## src/acc_pkg.sv

```systemverilog
// Vector accelerator package
// Widths, register map, FSM states and the structs shared by the RTL
package acc_pkg;

  localparam int unsigned DATA_W = 8;
  localparam int unsigned ADDR_W = 32;
  localparam int unsigned REG_W  = 32;

  typedef enum logic [3:0] {
    RegCtrl       = 4'd0, // bit0 next_load, bit1 output_disable
    RegInputPtr   = 4'd1,
    RegWeightPtr0 = 4'd2,
    RegWeightPtr1 = 4'd3,
    RegOutputPtr  = 4'd4,
    RegRequant    = 4'd5, // mult 7:0, shift 15:8, add 23:16
    RegLen        = 4'd6,
    RegTrigger    = 4'd7, // write-only
    RegStatus     = 4'd8  // read-only, bit0 busy
  } reg_idx_e;

  typedef enum logic [1:0] {
    CtrlIdle,
    CtrlNextLoad,
    CtrlDone
  } ctrl_state_e;

  typedef struct packed {
    logic             req;
    logic             we;
    logic [3:0]       addr;
    logic [REG_W-1:0] wdata;
  } periph_req_t;

  typedef struct packed {
    logic             gnt;
    logic             rvalid;
    logic [REG_W-1:0] rdata;
  } periph_rsp_t;

  typedef struct packed {
    logic              next_load;
    logic              output_disable;
    logic [ADDR_W-1:0] input_ptr;
    logic [ADDR_W-1:0] weight_ptr0;
    logic [ADDR_W-1:0] weight_ptr1;
    logic [ADDR_W-1:0] output_ptr;
    logic [15:0]       len;
  } job_cfg_t;

  typedef struct packed {
    logic        [7:0] mult;
    logic        [7:0] shift; // Only 4:0 used
    logic signed [7:0] add;
  } requant_t;

  typedef struct packed {
    logic              req_start;
    logic [ADDR_W-1:0] base_addr;
    logic [15:0]       tot_len;
  } stream_ctrl_t;

  typedef struct packed {
    logic ready_start;
    logic done;
  } stream_flags_t;

  typedef struct packed {
    logic              valid;
    logic [ADDR_W-1:0] addr;
  } mem_rd_t;

  typedef struct packed {
    logic              valid;
    logic [ADDR_W-1:0] addr;
    logic [DATA_W-1:0] data;
  } mem_wr_t;

endpackage

```

## src/acc_addrgen.sv

```systemverilog
// Linear address generator
// One address per step from base, for tot_len elements
module acc_addrgen #(
  parameter int unsigned LEN_W  = 16,
  parameter int unsigned STRIDE = 1
) (
  input  logic                       clk_i,
  input  logic                       rst_ni,
  input  acc_pkg::stream_ctrl_t      ctrl_i,
  input  logic                       step_i,
  output logic [acc_pkg::ADDR_W-1:0] addr_o,
  output logic                       valid_o,
  output acc_pkg::stream_flags_t     flags_o
);

  logic                       active_q, done_q;
  logic [LEN_W-1:0]           cnt_q, start_len;
  logic [acc_pkg::ADDR_W-1:0] addr_q;

  assign start_len = ctrl_i.tot_len[LEN_W-1:0];

  always_ff @(posedge clk_i or negedge rst_ni) begin
    if (!rst_ni) begin
      active_q <= 1'b0;
      done_q   <= 1'b0;
      cnt_q    <= '0;
      addr_q   <= '0;
    end else begin
      done_q <= 1'b0;
      if (ctrl_i.req_start) begin
        addr_q   <= ctrl_i.base_addr;
        cnt_q    <= start_len;
        active_q <= (start_len != '0);
        done_q   <= (start_len == '0); // Empty pass finishes at once
      end else if (active_q && step_i) begin
        addr_q <= addr_q + acc_pkg::ADDR_W'(STRIDE);
        cnt_q  <= cnt_q - 1'b1;
        if (cnt_q == LEN_W'(1)) begin
          active_q <= 1'b0;
          done_q   <= 1'b1;
        end
      end
    end
  end

  assign addr_o              = addr_q;
  assign valid_o             = active_q;
  assign flags_o.ready_start = !active_q;
  assign flags_o.done        = done_q;

  assert property (@(posedge clk_i) disable iff (!rst_ni)
    flags_o.done |-> flags_o.ready_start && !valid_o);

endmodule

```

## src/acc_ctrl.sv

```systemverilog
// Job controller
// Starts the three streams, reloads weights in two phases and signals done
module acc_ctrl #(
  parameter int unsigned LEN_W = 16
) (
  input  logic                   clk_i,
  input  logic                   rst_ni,
  input  logic                   start_i,
  input  acc_pkg::job_cfg_t      cfg_i,
  output acc_pkg::stream_ctrl_t  in_ctrl_o,
  output acc_pkg::stream_ctrl_t  wt_ctrl_o,
  output acc_pkg::stream_ctrl_t  out_ctrl_o,
  input  acc_pkg::stream_flags_t in_flags_i,
  input  acc_pkg::stream_flags_t wt_flags_i,
  input  acc_pkg::stream_flags_t out_flags_i,
  input  logic                   engine_busy_i,
  output logic                   done_o,
  output logic                   clear_o
);

  acc_pkg::ctrl_state_e       state_q, state_d;
  logic                       restart_wt_q, restart_wt_d;
  logic [acc_pkg::ADDR_W-1:0] wt_base_q, wt_base_d;
  logic [LEN_W-1:0]           wt_len_q, wt_len_d;
  logic [LEN_W-1:0]           job_len, half_len;
  logic                       out_fin, dis_fin;

  assign job_len  = cfg_i.len[LEN_W-1:0];
  assign half_len = job_len >> 1;

  // Finish conditions for the two output modes
  assign out_fin = !cfg_i.output_disable && out_flags_i.ready_start && wt_flags_i.ready_start;
  assign dis_fin = cfg_i.output_disable && !engine_busy_i &&
                   in_flags_i.ready_start && wt_flags_i.ready_start;

  always_comb begin
    state_d      = state_q;
    restart_wt_d = 1'b0;
    wt_base_d    = wt_base_q;
    wt_len_d     = wt_len_q;
    in_ctrl_o    = '0;
    wt_ctrl_o    = '0;
    out_ctrl_o   = '0;
    done_o       = 1'b0;
    clear_o      = 1'b0;

    case (state_q)
      acc_pkg::CtrlIdle: begin
        if (start_i) begin
          state_d              = cfg_i.next_load ? acc_pkg::CtrlNextLoad : acc_pkg::CtrlDone;
          in_ctrl_o.req_start  = 1'b1;
          out_ctrl_o.req_start = !cfg_i.output_disable;
          restart_wt_d         = 1'b1;
          wt_base_d            = cfg_i.weight_ptr0;
          wt_len_d             = cfg_i.next_load ? half_len : job_len;
        end
      end
      acc_pkg::CtrlNextLoad: begin
        if (wt_flags_i.done) begin
          state_d      = acc_pkg::CtrlDone;
          restart_wt_d = 1'b1;
          wt_base_d    = cfg_i.weight_ptr1;
          wt_len_d     = job_len - half_len; // Odd element goes to the second half
        end
      end
      acc_pkg::CtrlDone: begin
        // Weight flags are stale while a restart is in flight
        if (!restart_wt_q && (out_fin || dis_fin)) begin
          state_d = acc_pkg::CtrlIdle;
          done_o  = 1'b1;
          clear_o = 1'b1;
        end
      end
      default: state_d = acc_pkg::CtrlIdle;
    endcase

    in_ctrl_o.base_addr              = cfg_i.input_ptr;
    in_ctrl_o.tot_len[LEN_W-1:0]     = job_len;
    wt_ctrl_o.req_start              = restart_wt_q;
    wt_ctrl_o.base_addr              = wt_base_q;
    wt_ctrl_o.tot_len[LEN_W-1:0]     = wt_len_q;
    out_ctrl_o.base_addr             = cfg_i.output_ptr;
    out_ctrl_o.tot_len[LEN_W-1:0]    = job_len;
  end

  always_ff @(posedge clk_i or negedge rst_ni) begin
    if (!rst_ni) begin
      state_q      <= acc_pkg::CtrlIdle;
      restart_wt_q <= 1'b0;
      wt_base_q    <= '0;
      wt_len_q     <= '0;
    end else begin
      state_q      <= state_d;
      restart_wt_q <= restart_wt_d;
      wt_base_q    <= wt_base_d;
      wt_len_q     <= wt_len_d;
    end
  end

  assert property (@(posedge clk_i) disable iff (!rst_ni)
    done_o |-> (state_q == acc_pkg::CtrlDone) ##1 (state_q == acc_pkg::CtrlIdle));

  // Sink generator stays idle for a whole output_disable job
  assert property (@(posedge clk_i) disable iff (!rst_ni)
    cfg_i.output_disable |-> !out_ctrl_o.req_start && out_flags_i.ready_start);

endmodule

```

## src/acc_engine.sv

```systemverilog
// Multiply and requantize engine
// Two-stage pipeline: input times weight, then scale, shift, offset, saturate
module acc_engine (
  input  logic                       clk_i,
  input  logic                       rst_ni,
  input  logic                       in_valid_i,
  input  logic                       wt_valid_i,
  input  logic [acc_pkg::DATA_W-1:0] rd_data_in_i,
  input  logic [acc_pkg::DATA_W-1:0] rd_data_wt_i,
  input  acc_pkg::requant_t          requant_i,
  input  logic [acc_pkg::ADDR_W-1:0] out_addr_i,
  output acc_pkg::mem_wr_t           wr_o,
  input  logic                       wr_ready_i,
  input  logic                       out_enable_i,
  output logic                       consume_o,
  output logic                       busy_o
);

  logic                       rd_pend_q, s1_valid_q, s2_valid_q;
  logic                       stall, s2_leave;
  logic [1:0]                 held;
  logic signed [15:0]         prod_q;
  logic signed [24:0]         scaled, shifted;
  logic signed [25:0]         sum;
  logic [acc_pkg::DATA_W-1:0] res_d, res_q;

  assign stall    = s2_valid_q & out_enable_i & ~wr_ready_i;
  assign s2_leave = s2_valid_q & ~stall;

  // Read data is only present for one cycle, so a slot must be free for it
  assign held      = 2'(rd_pend_q) + 2'(s1_valid_q) + 2'(s2_valid_q) - 2'(s2_leave);
  assign consume_o = in_valid_i & wt_valid_i & ~stall & (held < 2'd2);

  always_comb begin
    scaled  = prod_q * $signed({1'b0, requant_i.mult});
    shifted = scaled >>> requant_i.shift[4:0];
    sum     = shifted + $signed(requant_i.add);
    if (sum > 26'sd127) begin
      res_d = 8'h7f;
    end else if (sum < -26'sd128) begin
      res_d = 8'h80;
    end else begin
      res_d = sum[7:0];
    end
  end

  always_ff @(posedge clk_i or negedge rst_ni) begin
    if (!rst_ni) begin
      rd_pend_q  <= 1'b0;
      s1_valid_q <= 1'b0;
      s2_valid_q <= 1'b0;
    end else begin
      rd_pend_q <= consume_o;
      if (rd_pend_q) begin
        s1_valid_q <= 1'b1;
      end else if (!stall) begin
        s1_valid_q <= 1'b0;
      end
      if (!stall) begin
        s2_valid_q <= s1_valid_q;
      end
    end
  end

  always_ff @(posedge clk_i) begin
    if (rd_pend_q) begin
      prod_q <= $signed(rd_data_in_i) * $signed(rd_data_wt_i);
    end
    if (!stall && s1_valid_q) begin
      res_q <= res_d;
    end
  end

  assign wr_o.valid = s2_valid_q & out_enable_i; // Dropped when output is off
  assign wr_o.addr  = out_addr_i;
  assign wr_o.data  = res_q;
  assign busy_o     = rd_pend_q | s1_valid_q | s2_valid_q;

  // Returning data always finds stage 1 free or draining
  assert property (@(posedge clk_i) disable iff (!rst_ni)
    rd_pend_q |-> !s1_valid_q || !stall);

endmodule

```

## src/acc_regfile.sv

```systemverilog
// Accelerator register file
// Peripheral bus slave holding the job setup, with start, busy and event
module acc_regfile #(
  parameter int unsigned LEN_W = 16
) (
  input  logic                 clk_i,
  input  logic                 rst_ni,
  input  acc_pkg::periph_req_t periph_req_i,
  output acc_pkg::periph_rsp_t periph_rsp_o,
  input  logic                 done_i,
  output logic                 start_o,
  output logic                 busy_o,
  output logic                 evt_o,
  output acc_pkg::job_cfg_t    cfg_o,
  output acc_pkg::requant_t    requant_o
);

  logic                       wr_en, rd_en;
  acc_pkg::reg_idx_e          idx;
  logic [1:0]                 ctrl_q;
  logic [acc_pkg::ADDR_W-1:0] input_ptr_q, weight_ptr0_q, weight_ptr1_q, output_ptr_q;
  acc_pkg::requant_t          requant_q;
  logic [LEN_W-1:0]           len_q;
  logic                       start_q, busy_q, evt_q, rvalid_q;
  logic [acc_pkg::REG_W-1:0]  rdata_d, rdata_q;

  assign wr_en = periph_req_i.req & periph_req_i.we;
  assign rd_en = periph_req_i.req & ~periph_req_i.we;
  assign idx   = acc_pkg::reg_idx_e'(periph_req_i.addr);

  always_comb begin
    rdata_d = '0;
    case (idx)
      acc_pkg::RegCtrl:       rdata_d[1:0] = ctrl_q;
      acc_pkg::RegInputPtr:   rdata_d = input_ptr_q;
      acc_pkg::RegWeightPtr0: rdata_d = weight_ptr0_q;
      acc_pkg::RegWeightPtr1: rdata_d = weight_ptr1_q;
      acc_pkg::RegOutputPtr:  rdata_d = output_ptr_q;
      acc_pkg::RegRequant:    rdata_d[23:0] = {requant_q.add, requant_q.shift, requant_q.mult};
      acc_pkg::RegLen:        rdata_d[LEN_W-1:0] = len_q;
      acc_pkg::RegStatus:     rdata_d[0] = busy_q;
      default:                rdata_d = '0; // Trigger reads as zero
    endcase
  end

  always_ff @(posedge clk_i or negedge rst_ni) begin
    if (!rst_ni) begin
      ctrl_q        <= '0;
      input_ptr_q   <= '0;
      weight_ptr0_q <= '0;
      weight_ptr1_q <= '0;
      output_ptr_q  <= '0;
      requant_q     <= '0;
      len_q         <= '0;
      start_q       <= 1'b0;
      busy_q        <= 1'b0;
      evt_q         <= 1'b0;
      rvalid_q      <= 1'b0;
    end else begin
      start_q  <= 1'b0;
      evt_q    <= done_i;
      rvalid_q <= rd_en;
      if (done_i) begin
        busy_q <= 1'b0;
      end
      // Whole map is locked while a job runs, trigger included
      if (wr_en && !busy_q) begin
        case (idx)
          acc_pkg::RegCtrl:       ctrl_q        <= periph_req_i.wdata[1:0];
          acc_pkg::RegInputPtr:   input_ptr_q   <= periph_req_i.wdata;
          acc_pkg::RegWeightPtr0: weight_ptr0_q <= periph_req_i.wdata;
          acc_pkg::RegWeightPtr1: weight_ptr1_q <= periph_req_i.wdata;
          acc_pkg::RegOutputPtr:  output_ptr_q  <= periph_req_i.wdata;
          acc_pkg::RegRequant: begin
            requant_q.mult  <= periph_req_i.wdata[7:0];
            requant_q.shift <= periph_req_i.wdata[15:8];
            requant_q.add   <= periph_req_i.wdata[23:16];
          end
          acc_pkg::RegLen:        len_q         <= periph_req_i.wdata[LEN_W-1:0];
          acc_pkg::RegTrigger: begin
            start_q <= 1'b1;
            busy_q  <= 1'b1;
          end
          default: ;
        endcase
      end
    end
  end

  always_ff @(posedge clk_i) begin
    if (rd_en) begin
      rdata_q <= rdata_d;
    end
  end

  assign periph_rsp_o.gnt    = periph_req_i.req;
  assign periph_rsp_o.rvalid = rvalid_q;
  assign periph_rsp_o.rdata  = rdata_q;

  always_comb begin
    cfg_o                = '0;
    cfg_o.next_load      = ctrl_q[0];
    cfg_o.output_disable = ctrl_q[1];
    cfg_o.input_ptr      = input_ptr_q;
    cfg_o.weight_ptr0    = weight_ptr0_q;
    cfg_o.weight_ptr1    = weight_ptr1_q;
    cfg_o.output_ptr     = output_ptr_q;
    cfg_o.len[LEN_W-1:0] = len_q;
  end

  assign requant_o = requant_q;
  assign start_o   = start_q;
  assign busy_o    = busy_q;
  assign evt_o     = evt_q;

  // A new job may only start from idle
  assert property (@(posedge clk_i) disable iff (!rst_ni)
    $rose(start_o) |-> !$past(busy_q));

endmodule

```

## src/acc_top.sv

```systemverilog
// Vector accelerator top
// Register file, controller, three address generators and the engine
module acc_top #(
  parameter int unsigned LEN_W = 16
) (
  input  logic                       clk_i,
  input  logic                       rst_ni,
  input  acc_pkg::periph_req_t       periph_req_i,
  output acc_pkg::periph_rsp_t       periph_rsp_o,
  output acc_pkg::mem_rd_t           mem_rd_in_o,
  output acc_pkg::mem_rd_t           mem_rd_wt_o,
  input  logic [acc_pkg::DATA_W-1:0] mem_rd_in_data_i,
  input  logic [acc_pkg::DATA_W-1:0] mem_rd_wt_data_i,
  output acc_pkg::mem_wr_t           mem_wr_o,
  input  logic                       mem_wr_ready_i,
  output logic                       busy_o,
  output logic                       evt_o
);

  logic                       start, done, clear, consume, engine_busy, wr_accept;
  acc_pkg::job_cfg_t          cfg;
  acc_pkg::requant_t          requant;
  acc_pkg::stream_ctrl_t      in_ctrl, wt_ctrl, out_ctrl;
  acc_pkg::stream_flags_t     in_flags, wt_flags, out_flags;
  logic [acc_pkg::ADDR_W-1:0] in_addr, wt_addr, out_addr;
  logic                       in_valid, wt_valid, out_valid;

  acc_regfile #(.LEN_W(LEN_W)) u_regfile (
    .clk_i, .rst_ni, .periph_req_i, .periph_rsp_o,
    .done_i    (done),
    .start_o   (start),
    .busy_o,
    .evt_o,
    .cfg_o     (cfg),
    .requant_o (requant)
  );

  acc_ctrl #(.LEN_W(LEN_W)) u_ctrl (
    .clk_i, .rst_ni,
    .start_i       (start),
    .cfg_i         (cfg),
    .in_ctrl_o     (in_ctrl),
    .wt_ctrl_o     (wt_ctrl),
    .out_ctrl_o    (out_ctrl),
    .in_flags_i    (in_flags),
    .wt_flags_i    (wt_flags),
    .out_flags_i   (out_flags),
    .engine_busy_i (engine_busy),
    .done_o        (done),
    .clear_o       (clear)
  );

  acc_addrgen #(.LEN_W(LEN_W), .STRIDE(1)) u_in_gen (
    .clk_i, .rst_ni, .ctrl_i(in_ctrl), .step_i(consume),
    .addr_o(in_addr), .valid_o(in_valid), .flags_o(in_flags)
  );

  acc_addrgen #(.LEN_W(LEN_W), .STRIDE(1)) u_wt_gen (
    .clk_i, .rst_ni, .ctrl_i(wt_ctrl), .step_i(consume),
    .addr_o(wt_addr), .valid_o(wt_valid), .flags_o(wt_flags)
  );

  assign wr_accept = mem_wr_o.valid & mem_wr_ready_i;

  acc_addrgen #(.LEN_W(LEN_W), .STRIDE(1)) u_out_gen (
    .clk_i, .rst_ni, .ctrl_i(out_ctrl), .step_i(wr_accept),
    .addr_o(out_addr), .valid_o(out_valid), .flags_o(out_flags)
  );

  // Sink stays idle under output_disable, so results are dropped
  acc_engine u_engine (
    .clk_i, .rst_ni,
    .in_valid_i   (in_valid),
    .wt_valid_i   (wt_valid),
    .rd_data_in_i (mem_rd_in_data_i),
    .rd_data_wt_i (mem_rd_wt_data_i),
    .requant_i    (requant),
    .out_addr_i   (out_addr),
    .wr_o         (mem_wr_o),
    .wr_ready_i   (mem_wr_ready_i),
    .out_enable_i (out_valid),
    .consume_o    (consume),
    .busy_o       (engine_busy)
  );

  assign mem_rd_in_o.valid = consume;
  assign mem_rd_in_o.addr  = in_addr;
  assign mem_rd_wt_o.valid = consume;
  assign mem_rd_wt_o.addr  = wt_addr;

  // End of job leaves the engine drained and raises the event next cycle
  assert property (@(posedge clk_i) disable iff (!rst_ni)
    clear |-> !engine_busy ##1 (evt_o && !busy_o));

endmodule

```

## config.mk

```make
export PLATFORM = sky130hd
export DESIGN_NAME = acc_top
export DESIGN_NICKNAME = d
export VERILOG_FILES = /design/src/acc_pkg.sv /design/src/acc_addrgen.sv /design/src/acc_ctrl.sv /design/src/acc_engine.sv /design/src/acc_regfile.sv /design/src/acc_top.sv
export SDC_FILE = /design/constraint.sdc
export NUM_CORES = 1
export LEC_CHECK = 0
export BUFFER_PORTS_ARGS = -buffer_cell sky130_fd_sc_hd__buf_4
export CAP_MARGIN = 20
export CORE_AREA = 2 2 225 227
export DETAILED_ROUTE_END_ITERATION = 10
export DIE_AREA = 0 0 227 229
export GPL_TIMING_DRIVEN = 0
export PLACE_DENSITY = 0.83
export SETUP_SLACK_MARGIN = 0.5
export SLEW_MARGIN = 30
export SYNTH_ARGS = -nofsm -noshare
export SYNTH_HDL_FRONTEND = slang
export SYNTH_SLANG_ARGS = --single-unit
```

## constraint.sdc

```tcl
create_clock -name clk_i -period 11.6 [get_ports clk_i]
set_input_delay 1.74 -clock clk_i [delete_from_list [all_inputs] [get_ports clk_i]]
set_output_delay 1.74 -clock clk_i [all_outputs]
set_load 0.01 [all_outputs]
```

==> flow_metrics.env <==
export IMPL_start_util_pct=61.02
export IMPL_grt_pass1_wl_mm=138.3
export IMPL_antenna_found_initial=4
export IMPL_syn_nets=3527
export IMPL_synthAdderAreaFrac_pct=16.20
export IMPL_fillers=3747
export IMPL_ys_seq_elements=432
export IMPL_ir_worst_vdd_uv=121.2
export IMPL_fp_row_count=82
export IMPL_maxSlewHeadroom_pct=33.27
export IMPL_clock_latency_ns=0.61
export IMPL_holdWs_ns=0.4836
export IMPL_finalSetupTns_ns=0
export IMPL_cts_resized=0
export IMPL_critPathTopFamily="simple AND/OR/NAND/NOR gates"
export IMPL_crit_end="u_engine.res_q[3]"
export IMPL_synth_top_family_by_area="simple AND/OR/NAND/NOR gates"
export IMPL_clkTransAtPathRegs_ns=0.06
export IMPL_async_flop_share_pct=87.04
export IMPL_critPathBufInv=8
export IMPL_synth_mux_area_share_pct=7.189
export IMPL_cp_end_kind="flip-flop"
export IMPL_cts_setup_buffers=0
export IMPL_grt_use_total_pct=34.20
export IMPL_timing_fmax_ghz=0.09602
export IMPL_drv_cap=0
export IMPL_dieArea_mm2=0.05198
export IMPL_netlist_instances=3173
export IMPL_crit_fanout=10
export IMPL_post_drt_wl_per_cell_um=21.39
export IMPL_syn_avg_cell_area_um2=9.549
export IMPL_clock_root_buffer="clkbuf_16"
export IMPL_ff2ff_path_depth=32
export IMPL_post_dp_hpwl_mm=67.93
export IMPL_synth_area_leaders="dfrtp_1 31%, fa_1 11%, nand2_1 6.1%"
export IMPL_rsz0062_at_grt="no"
export IMPL_synth_compound_area_share_pct=13.18
export IMPL_cp_start_kind="flip-flop"
export IMPL_io_pins=200
export IMPL_cp_startpoint="u_regfile.requant_o[19]"
export IMPL_reg2reg_slack_ns=1.19
export IMPL_dp_slack_ns=1.118
export IMPL_power_density_mw_per_mm2=101.9
export IMPL_drt_total_wl_mm=88.36
export IMPL_cp_common_cell="clkbuf_1"
export IMPL_status="finished clean"
export IMPL_cts_hold_buf=0
export IMPL_vias=25690
export IMPL_ys_seq_area_share_pct=36.60
export IMPL_synth_top_area_cell="dfrtp_1"
export IMPL_crit_type="reg2reg"
export IMPL_drt_iter0_drc=2893
export IMPL_tightest_slew_ns=1.001
export IMPL_utilization_pct=68.92
export IMPL_fin_nets=3775
export IMPL_slowest_delay_ns=0.54
export IMPL_cts_tree="built"
export IMPL_cts_sinks=432
export IMPL_synth_common_cells="491 x nand2_1, 376 x dfrtp_1, 240 x inv_1"
export IMPL_worstReg2RegStart="u_regfile.requant_o[19]"
export IMPL_dp_cells=4048
export IMPL_synth_xor_area_share_pct=5.405
export IMPL_cts_max_level=2
export IMPL_portBuffers=198
export IMPL_slew_violations=0
export IMPL_synth_main_ff_cell="dfrtp_1"
export IMPL_setup_viol=0
export IMPL_place_gp_congestion=0.9639
export IMPL_skew_ns=0.03450
export IMPL_fin_total_pwr_mw=3.487
export IMPL_place_area_mm2=0.03278
export IMPL_worstPathArrival_ns=10.72
export IMPL_area_growth_pct=12.95
export IMPL_synthesis_area_mm2=0.03030
export IMPL_cp_slowest_cell="clkbuf_1"
export IMPL_coreArea_mm2=0.04966
export IMPL_overflow=0
export IMPL_drive_gt1_share_pct=13.55
export IMPL_fin_cells=4131
export IMPL_worst_path_stages=32
export IMPL_synth_edf_count=56
export IMPL_synth_top_cell_area_share_pct=31.05
export IMPL_grt_pass1_vias=24700
export IMPL_hold_class="reg2reg"
export IMPL_die_w_um=227
export IMPL_leakage_nw=14.95
export IMPL_setup_ws_ns=1.185
export IMPL_fin_crit_sh_pct=89.78
export IMPL_yosys_area_share_simple_pct=16.48
export IMPL_antenna_left=0
export IMPL_drtPass1Iterations=7
export IMPL_synth_distinct_cells=90
export IMPL_fin_area_mm2=0.03422
export IMPL_holdPathStages=2
export IMPL_fin_crit_ns=10.41
export IMPL_synth_most_common_cell="nand2_1"
export IMPL_ctsLongestPathBuffers=3
export IMPL_routed_via_density=6.218
export IMPL_yosys_warnings=0
export IMPL_drcViolationCount=0
export IMPL_die_h_um=229
export IMPL_required_ns=11.90
export IMPL_grt_max_degree=91
export IMPL_hold_viol=0
export IMPL_cts_made_buffers=43
export IMPL_r2r_end="u_engine.res_q[3]"
## sequential cells by signal, summed over array words and instances (netlist names), 24 cells and up
signal                   flops
u_regfile.rdata_q           32
u_ctrl.wt_base_q            32
u_regfile.input_ptr_q       32
u_regfile.weight_ptr1_q     32
u_regfile.weight_ptr0_q     32
u_out_gen.addr_o            32
u_regfile.output_ptr_q      32
u_regfile.requant_o         24
u_wt_gen.addr_o             32
u_in_gen.addr_o             32
## worst min-delay path by stage
stage	from	endpoint	slack [ns]
floorplan	u_ctrl.wt_base_q[30]	u_wt_gen.addr_o[30]	0.45
detailed placement	u_ctrl.wt_base_q[26]	u_wt_gen.addr_o[26]	0.48
finish	u_ctrl.wt_base_q[2]	u_wt_gen.addr_o[2]	0.48
CTS	u_ctrl.wt_base_q[2]	u_wt_gen.addr_o[2]	0.49
global route	u_ctrl.wt_base_q[18]	u_wt_gen.addr_o[18]	0.52
global placement	u_ctrl.wt_base_q[26]	u_wt_gen.addr_o[26]	0.46
## tightest hold or removal path: stages, from the launching register on
cell and delay, ns:
dfrtp_1 0.35, nand2_1 0.05, o21ai_0 0.06
## layout make-up
cell class              instances  area [um2]  share of cell area, %
multi-input cells            2350       17720                  51.78
flip-flops and latches        432       11090                  32.41
repair buffers                203        1632                  4.767
clock buffers                  60        1231                  3.598
inverters                     244       915.9                  2.676
well taps                     672       840.8                  2.457
plain buffers                 147       586.8                  1.715
clock inverters                19       196.4                 0.5740
diodes                          4       10.01                0.02925
## cell usage in the layout (no fill, tap or decap), types with 21 or more instances in the layout
cell type	n
buf_4	201
inv_1	240
a21oi_1	85
mux2_2	155
nor3_1	47
dfrtp_1	376
and3_1	37
mux2i_1	32
nand2_1	491
nand3_1	54
a222oi_1	44
clkbuf_16	44
nand4_1	32
a31oi_1	45
xnor2_1	100
edfxtp_1	56
nor4_1	27
nand2b_1	24
clkbuf_1	127
nor2_1	168
xor2_1	87
o21ai_1	21
o21ai_0	215
and2_1	102
a21o_1	28
ha_1	138
fa_1	159
## routing by layer
metal	wire, um	vias to the layer above	global-route usage, %
li1	-	11510	-
met3	10530	240	8.659
met4	3633	0	12.70
met5	0	-	0
met1	35670	12460	48.78
met2	38520	1479	50.62
## logic make-up (layout without fill, tap and decap cells)
family,count (synthesis),after routing
simple gates,1065,1065
buf+inv,391,673
compound gates,609,609
xor+xnor,187,187
mux,192,192
other cells,0,4
flops,432,432
fa+ha+maj,297,297
## power breakdown
part	internal, mW	switching [mW]
combinational	0.214	0.271
sequential	1.56	0.00198
clock	0.813	0.623
(Power assumes the default switching activity.)
